<file path="src/hw/lpcPkg.sv">
/*
  Shared constants for the LPC predictor order search.
  Widths, block length, quantization shift and order limits are used by
  the predictors, the comparator, the top level and the testbench.
  Reference them with scoped names such as lpcPkg::SampleWidth.
*/

package lpcPkg;

    // Audio sample and residual width, two's complement.
    localparam int SampleWidth = 16;

    // Signed quantized coefficient width.
    localparam int CoeffWidth = 15;

    // Arithmetic right shift applied to the prediction sum.
    localparam int QlpShift = 10;

    // Number of predictors and also the warm-up length of a block.
    localparam int MaxOrder = 12;

    localparam int OrderWidth = 4;   // Holds order numbers 1 to MaxOrder.

    // Width of each absolute-error total.
    localparam int ErrorWidth = 28;

    // Valid samples per block.
    localparam int BlockSize = 64;

    localparam int CountWidth = 7;   // In-block sample index.

    // Internal width of the prediction sum.
    // 31-bit products over twelve taps need 35 bits.
    localparam int AccWidth = 36;

    // Comparator splits the totals into groups of this size.
    localparam int CompareGroup = 4;

    localparam int CompareGroups = MaxOrder / CompareGroup;

endpackage
</file>
<file path="src/hw/minErrorCompare.sv">
/*
  Finds the order with the smallest absolute-error total.
  Stage one picks a winner in each group of four totals and stage two
  picks among the groups. Strict less-than in ascending index order lets
  the lower order win a tie. oBestOrder and oDone follow iStart by two
  cycles and oBestOrder holds until the next result.
*/

`timescale 1ns/1ns

module minErrorCompare (
    input  logic                                iClock,
    input  logic                                rstN,
    input  logic                                iStart,
    input  logic [lpcPkg::ErrorWidth-1:0]       iTotal [lpcPkg::MaxOrder],
    output logic [lpcPkg::OrderWidth-1:0]       oBestOrder,
    output logic                                oDone
);

    logic [lpcPkg::ErrorWidth-1:0] groupValueNext [lpcPkg::CompareGroups];
    logic [lpcPkg::OrderWidth-1:0] groupIndexNext [lpcPkg::CompareGroups];
    logic [lpcPkg::ErrorWidth-1:0] groupValue [lpcPkg::CompareGroups];
    logic [lpcPkg::OrderWidth-1:0] groupIndex [lpcPkg::CompareGroups];
    logic                          startD1;

    logic [lpcPkg::ErrorWidth-1:0] finalValue;
    logic [lpcPkg::OrderWidth-1:0] finalIndex;

    // Stage one search inside each group.
    always_comb begin
        for (int g = 0; g < lpcPkg::CompareGroups; g++) begin
            groupValueNext[g] = iTotal[g * lpcPkg::CompareGroup];
            groupIndexNext[g] = lpcPkg::OrderWidth'(g * lpcPkg::CompareGroup);
            for (int i = 1; i < lpcPkg::CompareGroup; i++) begin
                if (iTotal[g * lpcPkg::CompareGroup + i] < groupValueNext[g]) begin
                    groupValueNext[g] = iTotal[g * lpcPkg::CompareGroup + i];
                    groupIndexNext[g] = lpcPkg::OrderWidth'(g * lpcPkg::CompareGroup + i);
                end
            end
        end
    end

    always_ff @(posedge iClock) begin
        if (iStart) begin
            groupValue <= groupValueNext;
            groupIndex <= groupIndexNext;
        end
    end

    // Stage two search across the group winners.
    always_comb begin
        finalValue = groupValue[0];
        finalIndex = groupIndex[0];
        for (int g = 1; g < lpcPkg::CompareGroups; g++) begin
            if (groupValue[g] < finalValue) begin
                finalValue = groupValue[g];
                finalIndex = groupIndex[g];
            end
        end
    end

    always_ff @(posedge iClock) begin
        if (!rstN) begin
            startD1    <= 1'b0;
            oDone      <= 1'b0;
            oBestOrder <= lpcPkg::OrderWidth'(1);   // Order 1 until the first block.
        end else begin
            startD1 <= iStart;
            oDone   <= startD1;
            if (startD1) begin
                oBestOrder <= finalIndex + 1'b1;   // Index 0 is order 1.
            end
        end
    end

endmodule

</file>
<file path="config.mk">
export PLATFORM = sky130hd
export DESIGN_NAME = minErrorCompare
export DESIGN_NICKNAME = d
export VERILOG_FILES = /design/src/hw/lpcPkg.sv /design/src/hw/minErrorCompare.sv
export SDC_FILE = /design/constraint.sdc
export NUM_CORES = 1
export LEC_CHECK = 0
export BUFFER_PORTS_ARGS = -buffer_cell sky130_fd_sc_hd__buf_2
export CAP_MARGIN = 30
export CORE_MARGIN = 1.5
export CORE_UTILIZATION = 51
export DETAILED_ROUTE_END_ITERATION = 16
export GPL_TIMING_DRIVEN = 0
export PLACE_DENSITY = 0.9
export REMOVE_ABC_BUFFERS = 1
export SYNTH_ARGS = -nofsm -noshare
export SYNTH_HDL_FRONTEND = slang
export SYNTH_SLANG_ARGS = --single-unit
</file>
<file path="constraint.sdc">
create_clock -name iClock -period 6.5 [get_ports iClock]
set_clock_uncertainty 0.05 [all_clocks]
set_input_delay 0.325 -clock iClock [delete_from_list [all_inputs] [get_ports iClock]]
set_output_delay 0.325 -clock iClock [all_outputs]
set_load 0.05 [all_outputs]
</file>
==> results.py <==
metrics = {
    "setup_path": {
        "rr_startpoint": "groupValue[77]",
        "timing.rr.end": "oBestOrder[2]",
        "crit_cells": 38,
        "path_buf_inv": 9,
        "cp-start-kind": "input port",
        "end_kind": "register",
        "crit_type": "input port to register",
        "arrival_ps": 8270,
        "slowest_delay_ps": 530,
        "cp_common_cell": "a21o_1",
        "cpLargestDelayFamily": "compound AO/OA/AOI/OAI gates",
        "r2r_cells": 23,
        "regToRegSetupSlack_ps": 230,
        "cpMaxStageDelayCell": "nor4b_2",
        "cp.required_ps": 6620,
        "path_max_fanout": 7,
    },
    "yosys": {
        "ys_seq_area_share_pct": 20.3,
        "synth_most_common_cell": "ha_1",
        "synth_area_leaders": "ha_1, edfxtp_1, mux2i_1",
        "async_flop_share_pct": 0,
        "syn_area_sq_um": 13900,
        "syn_avg_cell_area_sq_um": 9.11,
        "synth_commonest_cells": "ha_1, inv_1, mux2i_1",
        "yosys.area.top_type": "ha_1",
        "synth_warnings": 0,
        "synthCells": 1522,
        "synth_cell_type_count": 75,
        "ys_ff_latch": 96,
        "synth_top_flop_cell": "edfxtp_1",
        "netlist.area_leader.share_pct": 26.7,
        "synth_edf_count": 90,
    },
    "cts": {
        "root_buffer": "clkbuf_16",
        "clk_pin_slew_ps": 70,
        "cts_num_sinks": 96,
        "numCtsBuffers": 9,
        "worstSkewPairLatency_ps": 360,
        "cts_tree": "yes",
        "htreeDepth": 3,
        "clock_path_buffers": 2,
    },
    "routing": {
        "drt-total-wl_um": 63400,
        "vias": 15900,
        "drt_first_pass_iters": 8,
        "drt-wirelength-per-cell_um": 26.8,
        "drc": 0,
        "drtIter0Drc": 2125,
        "vias_per_cell": 6.74,
        "ant_nets": 0,
    },
    "timing": {
        "max_slew.worst_pin.slew_ps": 899,
        "fin_ws_ps": -1640,
        "max_freq_ghz": 0.123,
        "drv_slew": 0,
        "timing.slew.headroom_pct": 39.7,
        "period_share_pct": 125,
        "setup_viol": 90,
        "rsz0062_at_grt": "true",
        "finalHoldViolations": 0,
        "post-route-min-period_ps": 8140,
    },
    "run_status": {
        "violations": "negative setup slack",
        "outcome": "finished, violations left",
    },
    "die": {
        "die_area_sq_um": 28200,
        "die_h_um": 168,
        "io_pins": 344,
        "initial_core_util_pct": 51.8,
        "core_sq_um": 26800,
        "die_w_um": 168,
        "std_cell_rows": 60,
    },
    "power": {
        "max-vdd-ir-drop_mv": 0.135,
        "powerDensity_nw_per_um2": 221,
        "p_leak_nw": 10.3,
    },
    "worst_hold_path": {
        "hold_path_end": "oBestOrder[3]",
        "min_from": "rstN",
        "min_path_type": "input port to register",
        "whs_path_depth": 3,
    },
    "global_routing": {
        "grt_use_total_pct": 35.2,
        "antenna_found_initial": 17,
        "grt_max_degree": 78,
        "grt_overflow": 0,
        "grt_pass1_vias": 15400,
        "grt_pass1_wl_um": 78000,
    },
    "finish": {
        "num-nets-final": 2638,
        "utilization_pct": 76.0,
        "fillCellCount": 1441,
        "drive_gt1_share_pct": 44.1,
        "fin_cells": 2366,
        "area_growth_pct": 46.9,
    },
    "placement": {
        "dp_hpwl_um": 34200,
        "dp_cells": 2184,
        "port_buffers": 343,
        "gp_congestion": 0.913,
    },
    "flow_run": {
        "max-cap-violations": 0,
    },
}
cell usage in the layout (no fill, tap or decap), types with 33 or more instances in the layout:
master | Yosys | final
buf_6 | 10 | 49
buf_4 | 2 | 108
mux2i_4 | 0 | 46
inv_2 | 0 | 33
nand2_1 | 42 | 40
nand4_1 | 49 | 49
buf_2 | 15 | 307
nor2_1 | 63 | 50
mux2_4 | 6 | 43
a21o_1 | 82 | 82
ha_1 | 296 | 225
inv_1 | 282 | 243
mux2i_1 | 167 | 104
a21oi_1 | 105 | 70
edfxtp_1 | 90 | 90
ha_4 | 0 | 70
mux2_2 | 70 | 37
kinds of logic (layout without fill, tap and decap cells):
| family | Yosys count | count (layout) | synth area share (%) |
|---|---|---|---|
| AOI/OAI and AO/OA | 321 | 326 | 15.4 |
| buffers and inverters | 315 | 791 | 9.25 |
| adders and majority gates | 296 | 296 | 26.7 |
| muxes | 251 | 251 | 19.0 |
| and+or+nand+nor | 242 | 247 | 9.21 |
| DFF | 96 | 96 | 20.4 |
| xor gates and xnor gates | 1 | 1 | 0.0632 |
| other | 0 | 17 | 0 |
worst register-to-register path, cell delays in order (launching register included):
cell and delay [ps]:
edfxtp_1 460, inv_1 120, ha_1 280, a21o_1 200
a21o_1 190, a21o_1 180, a211oi_1 230, o21ai_0 270
a21oi_4 650, buf_16 250, mux2i_1 310, ha_1 300
a21o_1 190, a21o_1 190, a21o_1 180, a21oi_1 200
o21ai_0 180, a211oi_1 400, o21ai_0 260, a21o_1 270
mux2_2 290, ha_1 220, xor2_1 170, a21oi_1 170
worst max-delay path by stage:
stage                           endpoint        start  slack [ps]
after CTS                 groupValue[49]  iTotal[190]        -200
after global routing      groupValue[22]   iTotal[72]       -1810
after detailed placement  groupValue[51]  iTotal[217]       -2420
after global placement    groupValue[51]  iTotal[217]       -6170
final                     groupValue[12]   iTotal[86]       -1640
after floorplan           groupValue[58]  iTotal[335]       -3850
stage by stage:
stage / instance area (sq um) / setup WS [ps] / hold WS [ps] / TNS (ps) / power (W)
CTS: 18600 / -205 / 209 / -3510 / 0.00387
detailed placement: 16000 / -2420 / 477 / -173450 / 0.00288
global route: 20400 / -1810 / 227 / -110130 / 0.00467
floorplan: 13600 / -3850 / 387 / -318820 / 0.00225
global placement: 15800 / -6170 / 451 / -523830 / 0.00274
finish: 20400 / -1640 / 214 / -92010 / 0.00451
power breakdown:
part | switching, W | internal [W] | leakage, nW
sequential | 0.0000788 | 0.000834 | 0.931
clock | 0.000241 | 0.000297 | 0.140
combinational | 0.00159 | 0.00147 | 9.25
metal layers:
| metal | global-route usage (%) | up-vias | wire, um |
|---|---|---|---|
| met3 | 6.93 | 623 | 7580 |
| met4 | 25.3 | 6 | 6610 |
| li1 | - | 6551 | - |
| met1 | 37.4 | 7269 | 20600 |
| met2 | 62.3 | 1496 | 28600 |
| met5 | 0 | - | 43 |
repair_timing:
| item | 4_1_cts | 5_1_grt |
|---|---|---|
| setup buffers | 82 | 60 |
| setup endpoints to repair | 90 | 90 |
| hold buffers | 0 | 0 |
| cloned | 15 | 0 |
| pin swaps | 81 | 122 |
| resized for setup | 249 | 263 |
registers in the layout, indices dropped and copies added, names as in the netlist:
name	count
groupIndex	6
groupValue	84
oBestOrder	4
oDone	1
startD1	1
cell type report:
class / instances / area (sq um) / area share [%]
Tap cell: 341 / 427 / 2.09
Inverter: 282 / 1070 / 5.27
Clock buffer: 10 / 229 / 1.12
Multi-Input combinational cell: 1121 / 12200 / 60.1
Antenna cell: 17 / 42.5 / 0.209
Timing Repair Buffer: 493 / 3480 / 17.1
Clock inverter: 6 / 60.1 / 0.295
Sequential cell: 96 / 2820 / 13.9
No activity file was read; power rests on OpenSTA's default activity.
