--- config.mk ---
export PLATFORM = sky130hd
export DESIGN_NAME = lpcPredictor
export DESIGN_NICKNAME = d
export VERILOG_FILES = /design/src/hw/lpcPkg.sv /design/src/hw/lpcPredictor.sv
export SDC_FILE = /design/constraint.sdc
export NUM_CORES = 1
export LEC_CHECK = 0
export BUFFER_PORTS_ARGS = -buffer_cell sky130_fd_sc_hd__buf_2
export CORE_ASPECT_RATIO = 0.9
export CORE_MARGIN = 2
export CORE_UTILIZATION = 25
export DETAILED_ROUTE_END_ITERATION = 7
export PLACE_DENSITY = 0.43
export SYNTH_ARGS = -nofsm -noshare
export SYNTH_HDL_FRONTEND = slang
export SYNTH_SLANG_ARGS = --single-unit
--- constraint.sdc ---
create_clock -name iClock -period 9.9 [get_ports iClock]
set_input_delay 0.99 -clock iClock [delete_from_list [all_inputs] [get_ports iClock]]
set_output_delay 0.99 -clock iClock [all_outputs]
set_load 0.1 [all_outputs]
--- src/hw/lpcPkg.sv ---
/*
  Shared constants for the LPC predictor order search.
  Widths, block length, quantization shift and order limits are used by
  the predictors, the comparator, the top level and the testbench.
  Reference them with scoped names such as lpcPkg::SampleWidth.
*/

package lpcPkg;

    // Audio sample and residual width, two's complement.
    localparam int SampleWidth = 16;

    // Signed quantized coefficient width.
    localparam int CoeffWidth = 15;

    // Arithmetic right shift applied to the prediction sum.
    localparam int QlpShift = 10;

    // Number of predictors and also the warm-up length of a block.
    localparam int MaxOrder = 12;

    localparam int OrderWidth = 4;   // Holds order numbers 1 to MaxOrder.

    // Width of each absolute-error total.
    localparam int ErrorWidth = 28;

    // Valid samples per block.
    localparam int BlockSize = 64;

    localparam int CountWidth = 7;   // In-block sample index.

    // Internal width of the prediction sum.
    // 31-bit products over twelve taps need 35 bits.
    localparam int AccWidth = 36;

    // Comparator splits the totals into groups of this size.
    localparam int CompareGroup = 4;

    localparam int CompareGroups = MaxOrder / CompareGroup;

endpackage
--- src/hw/lpcPredictor.sv ---
/*
  Fixed-point LPC predictor with a compile-time number of taps.
  Coefficients are written one word per iLoad strobe, c1 first, and the
  write index wraps after Order words. Each valid sample produces a
  registered residual one cycle later: x[n] minus the shifted
  prediction, wrapped to the sample width.
*/

`timescale 1ns/1ns

module lpcPredictor #(
    parameter int Order = 1
) (
    input  logic                                   iClock,
    input  logic                                   rstN,
    input  logic                                   iLoad,
    input  logic signed [lpcPkg::CoeffWidth-1:0]   iCoeff,
    input  logic                                   iValid,
    input  logic signed [lpcPkg::SampleWidth-1:0]  iSample,
    output logic signed [lpcPkg::SampleWidth-1:0]  oResidual,
    output logic                                   oValid
);

    localparam int IndexWidth = (Order > 1) ? $clog2(Order) : 1;

    logic signed [lpcPkg::CoeffWidth-1:0]  coeff [Order];
    logic signed [lpcPkg::SampleWidth-1:0] history [Order];   // history[0] is x[n-1].
    logic        [IndexWidth-1:0]          loadIndex;

    logic signed [lpcPkg::AccWidth-1:0]    predictionSum;
    logic signed [lpcPkg::AccWidth-1:0]    shiftedSum;
    logic signed [lpcPkg::SampleWidth-1:0] prediction;
    logic signed [lpcPkg::SampleWidth-1:0] residualNext;

    // Coefficient store with its wrapping write index.
    always_ff @(posedge iClock) begin
        if (!rstN) begin
            loadIndex <= '0;
            for (int j = 0; j < Order; j++) begin
                coeff[j] <= '0;
            end
        end else if (iLoad) begin
            coeff[loadIndex] <= iCoeff;
            if (loadIndex == IndexWidth'(Order - 1)) begin
                loadIndex <= '0;
            end else begin
                loadIndex <= loadIndex + 1'b1;
            end
        end
    end

    // Sum of c_j * x[n-j] over all taps.
    always_comb begin
        logic signed [lpcPkg::AccWidth-1:0] product;
        predictionSum = '0;
        for (int j = 0; j < Order; j++) begin
            product       = coeff[j] * history[j];   // Sign-extended to AccWidth.
            predictionSum = predictionSum + product;
        end
    end

    assign shiftedSum   = predictionSum >>> lpcPkg::QlpShift;
    assign prediction   = shiftedSum[lpcPkg::SampleWidth-1:0];
    assign residualNext = iSample - prediction;   // Wraps to the sample width.

    // Sample history starts from zero after reset.
    always_ff @(posedge iClock) begin
        if (!rstN) begin
            for (int j = 0; j < Order; j++) begin
                history[j] <= '0;
            end
        end else if (iValid) begin
            history[0] <= iSample;
            for (int j = 1; j < Order; j++) begin
                history[j] <= history[j - 1];
            end
        end
    end

    always_ff @(posedge iClock) begin
        if (!rstN) begin
            oValid <= 1'b0;
        end else begin
            oValid <= iValid;
        end
    end

    always_ff @(posedge iClock) begin
        if (iValid) begin
            oResidual <= residualNext;
        end
    end

endmodule

==> reports/metrics.yaml, run 1 <==
outcome:
  status: "finished clean"
detailed_routing:
  vias_per_cell: 4.17
  drtPass1Iterations: 4
  drt-total-wl_um: 24900
  drtAntennaViolNets: 0
  wl_per_cell_um: 15.7
  drc: 0
  drt_iter0_drc: 321
  vias: 6602
final_layout:
  nNetsFinal: 1368
  drive_above_1_share_pct: 6.46
  final_common_cell: "inv_1"
  area_delta_synth_final_pct: 9.77
  layout_common_cells: "251 x inv_1, 197 x fa_1, 130 x nand2_1"
  antenna_cells: 0
setup_path:
  crit_type: "register to register"
  cp_max_fo: 15
  worstSetupStartpointType: "register"
  slowest_stage: "edfxtp_1"
  slowest_delay_ns: 0.65
  critPathCaptureType: "register"
  cp.arrival_ns: 8.17
  cp.required_ns: 9.94
global_routing:
  antenna_found_initial: 0
  grt_pass1_wl_um: 41100
  grt.overflow.total: 0
  grt_usage_pct: 13.1
  grt_pass1_vias: 7230
  grt_max_degree: 35
synthesis:
  syn-num-nets: 1343
  netlist_area_um2: 9900
  synth.area.top_cells: "fa_1 40%, edfxtp_1 14%, ha_1 11%, inv_1 9.5%, and2_1 6.2%"
  synth_top_area_share_pct: 39.9
  synth_area_per_cell_um2: 9.64
  syn-instance-count: 1027
  yosys_warnings: 0
  synth_top_area_cell: "fa_1"
  ys_seq_area_share_pct: 14.5
  synth_cell_types: 45
  ys_ff_latch: 48
die:
  die_x_um: 214
  coreArea_um2: 39300
  ios: 52
  fp.dieH_um: 193
  die-area_um2: 41200
  start_util_pct: 25.2
  rows: 69
clock_network:
  clk_pin_slew_ns: 0.07
  clockRootBuffer: "clkbuf_16"
  clockBufferDepth: 2
  cts.htree.levels: 2
  post_cts_buffers: 0
  clk_latency_ns: 0.30
  cts_buffers: 5
  clock_sinks: 48
  cts.repair.resized: 0
  ctsHoldBuffers: 0
  tritoncts: "done"
sta:
  worst_pin_slew_ns: 1.08
  tns_ns: 0
  max_slew_margin_pct: 28.1
  rsz0062_at_grt: "false"
  setup_viol: 0
  maxSlewViolCount: 0
  post-route-period-util_pct: 82.1
  final_hold_viol_count: 0
  max_freq_mhz: 123
  skew_ns: 0.00858
  layout_min_cycle_time_ns: 8.13
place:
  place.gp.congestion: 0.769
  port_buffers: 51
  dp.final_hpwl_um: 20800
hold_path:
  min_path_type: "input pin to register"
run:
  max_cap_viol_count: 0
[stage by stage]
stage | area, um2 | setup WS, ns | util (%) | std cells | hold slack (ns)
floorplan | 9900 | 2.46 | - | 1027 | 1.05
global placement | 10700 | 1.91 | 27.2 | 1577 | 1.32
detailed placement | 10700 | 1.79 | 27.2 | 1577 | 1.32
CTS | 10900 | 1.75 | 27.7 | 1585 | 1.00
global route | 10900 | 1.37 | 27.7 | 1585 | 1.01
finish | 10900 | 1.77 | 27.7 | 1585 | 1.02
[state kept, by name, summed over array words and instances, names as in the netlist]
name / count
oResidual: 16
coeff: 15
history: 16
oValid: 1
[worst max-delay path, delay by kind of cell (launching register included)]
kind / cells / cell delay [ns]
AOI/OAI and AO/OA: 8 / 1.57
xor gates and xnor gates: 1 / 0.33
adders and majority gates: 8 / 3.64
buffers and inverters: 6 / 0.30
DFF: 1 / 0.65
and+or+nand+nor: 7 / 1.38
[kinds of logic after synthesis]
kind of cell	Yosys count	synth area share [%]
compound gates	52	3.87
fa+ha+maj	281	50.5
simple gates	314	16.1
buf+inv	286	10.8
xor+xnor	46	4.21
flops	48	14.5
[layout make-up]
| type | instances | area [um2] |
|---|---|---|
| multi-input cells | 693 | 7390 |
| flip-flops and latches | 48 | 1430 |
| clock inverters | 1 | 30.0 |
| inverters | 251 | 942 |
| clock buffers | 7 | 133 |
| well taps | 532 | 666 |
| fillers | 4249 | 28400 |
| repair buffers | 53 | 270 |
[synthesized netlist by cell type (all sizes together)]
cell type / number
o21bai: 3
xnor3: 1
xnor2: 33
nand2: 130
a21o: 7
o21ai: 7
a31o: 2
nor4b: 1
nand4b: 1
clkbuf: 35
nor4: 1
a21boi: 1
o21a: 4
or2b: 1
a31oi: 3
and2: 98
or2: 1
edfxtp: 47
o2111ai: 1
or3: 2
inv: 251
fa: 197
ha: 84
dfxtp: 1
nor3: 7
and3: 35
nor2b: 3
o31a: 1
o31ai: 3
and4: 1
a221oi: 1
nand2b: 10
nor2: 16
a211oi: 1
a21oi: 14
nand3: 7
a211o: 4
xor2: 12
[final timing paths]
path | to | depth (start not counted) | from | slack, ns
worst max-delay path | oResidual[15] | 30 | history[0][7] | 1.77
worst max register to register | oResidual[15] | 30 | history[0][7] | 1.77
worst min register to register | oResidual[15] | 5 | history[0][15] | 1.58
worst min-delay path | coeff[0][11] | 2 | iCoeff[11] | 1.02
[per-layer routing]
layer / vias to the layer above / wire (um) / part of all wire (%) / track usage [%]
met2: 110 / 11200 / 45 / 20.7
met4: 0 / 116 / 0.47 / 1.18
li1: 3112 / - / - / -
met3: 9 / 669 / 2.7 / 0.976
met5: - / 0 / 0 / 0
met1: 3371 / 12900 / 52 / 20.1
Power of run 1 is not shown: default switching activity piles up to over one toggle a cycle in this logic, so the estimate is an artifact.
==> run 2: changes to the inputs <==
--- a/config.mk
+++ b/config.mk
@@ -5,6 +5,7 @@
 export SDC_FILE = /design/constraint.sdc
 export NUM_CORES = 1
 export LEC_CHECK = 0
+export ABC_AREA = 1
 export BUFFER_PORTS_ARGS = -buffer_cell sky130_fd_sc_hd__buf_2
 export CORE_ASPECT_RATIO = 0.9
 export CORE_MARGIN = 2
==> constraint.sdc (replaced) <==
create_clock -name iClock -period 8 [get_ports iClock]
set_input_delay 0.8 -clock iClock [delete_from_list [all_inputs] [get_ports iClock]]
set_output_delay 0.8 -clock iClock [all_outputs]
set_load 0.1 [all_outputs]
==> run 2 against run 1 <==
Net effect:
- count of clock-buffer cells in the layout is 2 lower
- wire length is 11% higher
- area after synthesis is 6.3% higher
- final area is 6.3% higher
- sequential share of layout area is 0.79 points lower
- non-clock buffer count is 11 higher
- register-to-register slack worse by 1.2 ns
- clock skew is 0.0023 ns lower
- worst hold slack worse by 0.22 ns
- sequential cell count stayed put
- final cell count is 19% higher
- core utilization is 0.074 points higher
==> reports/metrics.yaml, run 2 <==
synthesis:
  yosys_warnings: 0  # unchanged
  synthTopCellsByCount: "408 x inv_1, 313 x nand2_1, 197 x fa_1"  # was 251 x inv_1, 197 x fa_1, 130 x nand2_1
  synth_area_per_cell_um2: 8.01  # was 9.64 um2
  synth.area.top_cells: "fa_1 38%, inv_1 15%, edfxtp_1 13%, nand2_1 11%, ha_1 10%"  # was fa_1 40%, edfxtp_1 14%, ha_1 11%, inv_1 9.5%, and2_1 6.2%
  synth-main-ff-cell: "edfxtp_1"  # unchanged
  ys_seq_area_share_pct: 13.6  # was 14.5%
  synth-async-reset-ratio_pct: 0  # unchanged
  syn-instance-count: 1312  # was 1027
  ys_ff_latch: 48  # unchanged
  synth_edf_count: 47  # unchanged
  synth_cell_types: 39  # was 45
  synth_top_area_cell: "fa_1"  # unchanged
  netlist_area_um2: 10500  # was 9900 um2
  syn-num-nets: 1628  # was 1343
  synth_top_area_share_pct: 37.5  # was 39.9%
  synth_most_common_cell: "inv_1"  # unchanged
setup_path:
  rr_endpoint: "oResidual[12]"  # was oResidual[15]
  worstSetupStartpointType: "register"  # unchanged
  cp_max_fo: 15  # unchanged
  cpLargestDelayFamily: "adder cells"  # unchanged
  crit_path_frequent_cell: "fa_1"
  cp-endpoint: "oResidual[12]"  # was oResidual[15]
  r2r_slack_ns: 0.62  # was 1.77 ns
  cp.arrival_ns: 7.43  # was 8.17 ns
  crit_start: "history[0][10]"  # was history[0][7]
  reg2reg_from: "history[0][10]"  # was history[0][7]
  crit_type: "register to register"  # unchanged
  cp.depth: 27  # was 30
  slowest_stage: "edfxtp_1"  # unchanged
  reg2reg_depth: 27  # was 30
  critPathBufInv: 5  # was 6
  critPathCaptureType: "register"  # unchanged
  cp.required_ns: 8.05  # was 9.94 ns
  slowest_delay_ns: 0.84  # was 0.65 ns
global_routing:
  antenna_found_initial: 0  # unchanged
  grt_pass1_wl_um: 45600  # was 41100 um
  grt_usage_pct: 13.5  # was 13.1%
  grt_max_degree: 19  # was 35
  grt_pass1_vias: 8313  # was 7230
  grt.overflow.total: 0  # unchanged
die:
  ios: 52  # unchanged
  die_x_um: 220  # was 214 um
  fp.dieH_um: 199  # was 193 um
  die-area_um2: 43700  # was 41200 um2
  coreArea_um2: 41700  # was 39300 um2
  start_util_pct: 25.2  # about the same
  rows: 71  # was 69
final_layout:
  regArea_um2: 1430  # unchanged
  drive_above_1_share_pct: 6.86  # was 6.46%
  layout_common_cells: "408 x inv_1, 313 x nand2_1, 197 x fa_1"  # was 251 x inv_1, 197 x fa_1, 130 x nand2_1
  fillers: 4519  # was 4249
  top_regs: "history x16, oResidual x16, coeff x15"  # unchanged
  antenna_cells: 0  # unchanged
  nNetsFinal: 1656  # was 1368
  final_cell_area_um2: 11600  # was 10900 um2
  final_common_cell: "inv_1"  # unchanged
  area_delta_synth_final_pct: 9.86  # was 9.77%
  fin_util_pct: 27.7  # about the same
  multi_input_area_um2: 7350  # was 7390 um2
detailed_routing:
  wl_per_cell_um: 14.6  # was 15.7 um
  drt-total-wl_um: 27600  # was 24900 um
  drtPass1Iterations: 5  # was 4
  drtAntennaViolNets: 0  # unchanged
  vias_per_cell: 4.17  # about the same
  drt_iter0_drc: 404  # was 321
  vias: 7876  # was 6602
  drc: 0  # unchanged
sta:
  post-route-period-util_pct: 92.3  # was 82.1%
  tns_ns: 0  # unchanged
  worst_pin_slew_ns: 0.857  # was 1.08 ns
  setup_viol: 0  # unchanged
  max_freq_mhz: 135  # was 123 MHz
  final_hold_viol_count: 0  # unchanged
  max_slew_margin_pct: 42.8  # was 28.1%
  rsz0062_at_grt: "false"  # unchanged
  layout_min_cycle_time_ns: 7.38  # was 8.13 ns
  maxSlewViolCount: 0  # unchanged
  skew_ns: 0.00625  # was 0.00858 ns
clock_network:
  cts.repair.resized: 0  # unchanged
  ctsHoldBuffers: 0  # unchanged
  clk_latency_ns: 0.30  # about the same
  tritoncts: "done"  # unchanged
  cts.htree.levels: 2  # unchanged
  clk_pin_slew_ns: 0.07  # about the same
  clockRootBuffer: "clkbuf_16"  # unchanged
  post_cts_buffers: 0  # unchanged
  cts_buffers: 5  # unchanged
  clockBufferDepth: 2  # unchanged
  clock_sinks: 48  # unchanged
outcome:
  status: "finished clean"  # unchanged
run:
  max_cap_viol_count: 0  # unchanged
place:
  port_buffers: 51  # unchanged
  dp.final_hpwl_um: 23300  # was 20800 um
  place_area_um2: 11400  # was 10700 um2
  place.gp.congestion: 0.800  # was 0.769
hold_path:
  min_path_type: "input pin to register"  # unchanged
## run 2: kinds of logic (layout without fill, tap and decap cells)
group	count (synthesis)	in the layout	share of synthesized area, %
AO/OA/AOI/OAI	74	74	4.07
XOR/XNOR	30	30	2.50
adder cells (fa/ha/maj)	281	281	47.5
AND/OR/NAND/NOR	419	419	15.8
buffers and inverters	460	489	16.5
flip-flops	48	48	13.6
## run 2: area by class of cell
cell class | count | share of cell area (%)
Multi-Input combinational cell | 804 | 63.6
Inverter | 417 | 13.5
Sequential cell | 48 | 12.4
Tap cell | 547 | 5.92
Timing Repair Buffer | 64 | 3.05
Clock buffer | 5 | 1.08
Clock inverter | 3 | 0.368
## run 2: worst min path at each step
stage | start | end | slack [ns] | cells past startpoint
final | iCoeff[12] | coeff[0][12] | 0.80 | 3
after CTS | iCoeff[12] | coeff[0][12] | 0.79 | 3
after floorplan | iValid | oResidual[0] | 0.91 | 0
after detailed placement | iCoeff[9] | coeff[0][9] | 1.11 | 3
after global placement | iCoeff[9] | coeff[0][9] | 1.11 | 3
after global routing | iCoeff[9] | coeff[0][9] | 0.82 | 3
## run 2: worst min-delay path: stages
cell and delay, ns:
buf_2 0.08, inv_1 0.03, nor2_1 0.08
## run 2: through the flow
step                      hold slack [ns]  std cells  worst slack (ns)
final                               0.798       1888             0.616
after global routing                0.824       1888             0.110
after CTS                           0.792       1888             0.661
after detailed placement             1.11       1880             0.705
after global placement               1.11       1880             0.685
after floorplan                     0.912       1312              1.46
## run 2: per-layer routing
metal | wire [um] | vias up | track usage (%)
met3 | 740 | 11 | 1.02
li1 | - | 3804 | -
met4 | 141 | 0 | 1.34
met2 | 13200 | 115 | 22.8
met1 | 13600 | 3946 | 19.4
met5 | 0 | - | 0
Power of run 2 is left out for the same reason.
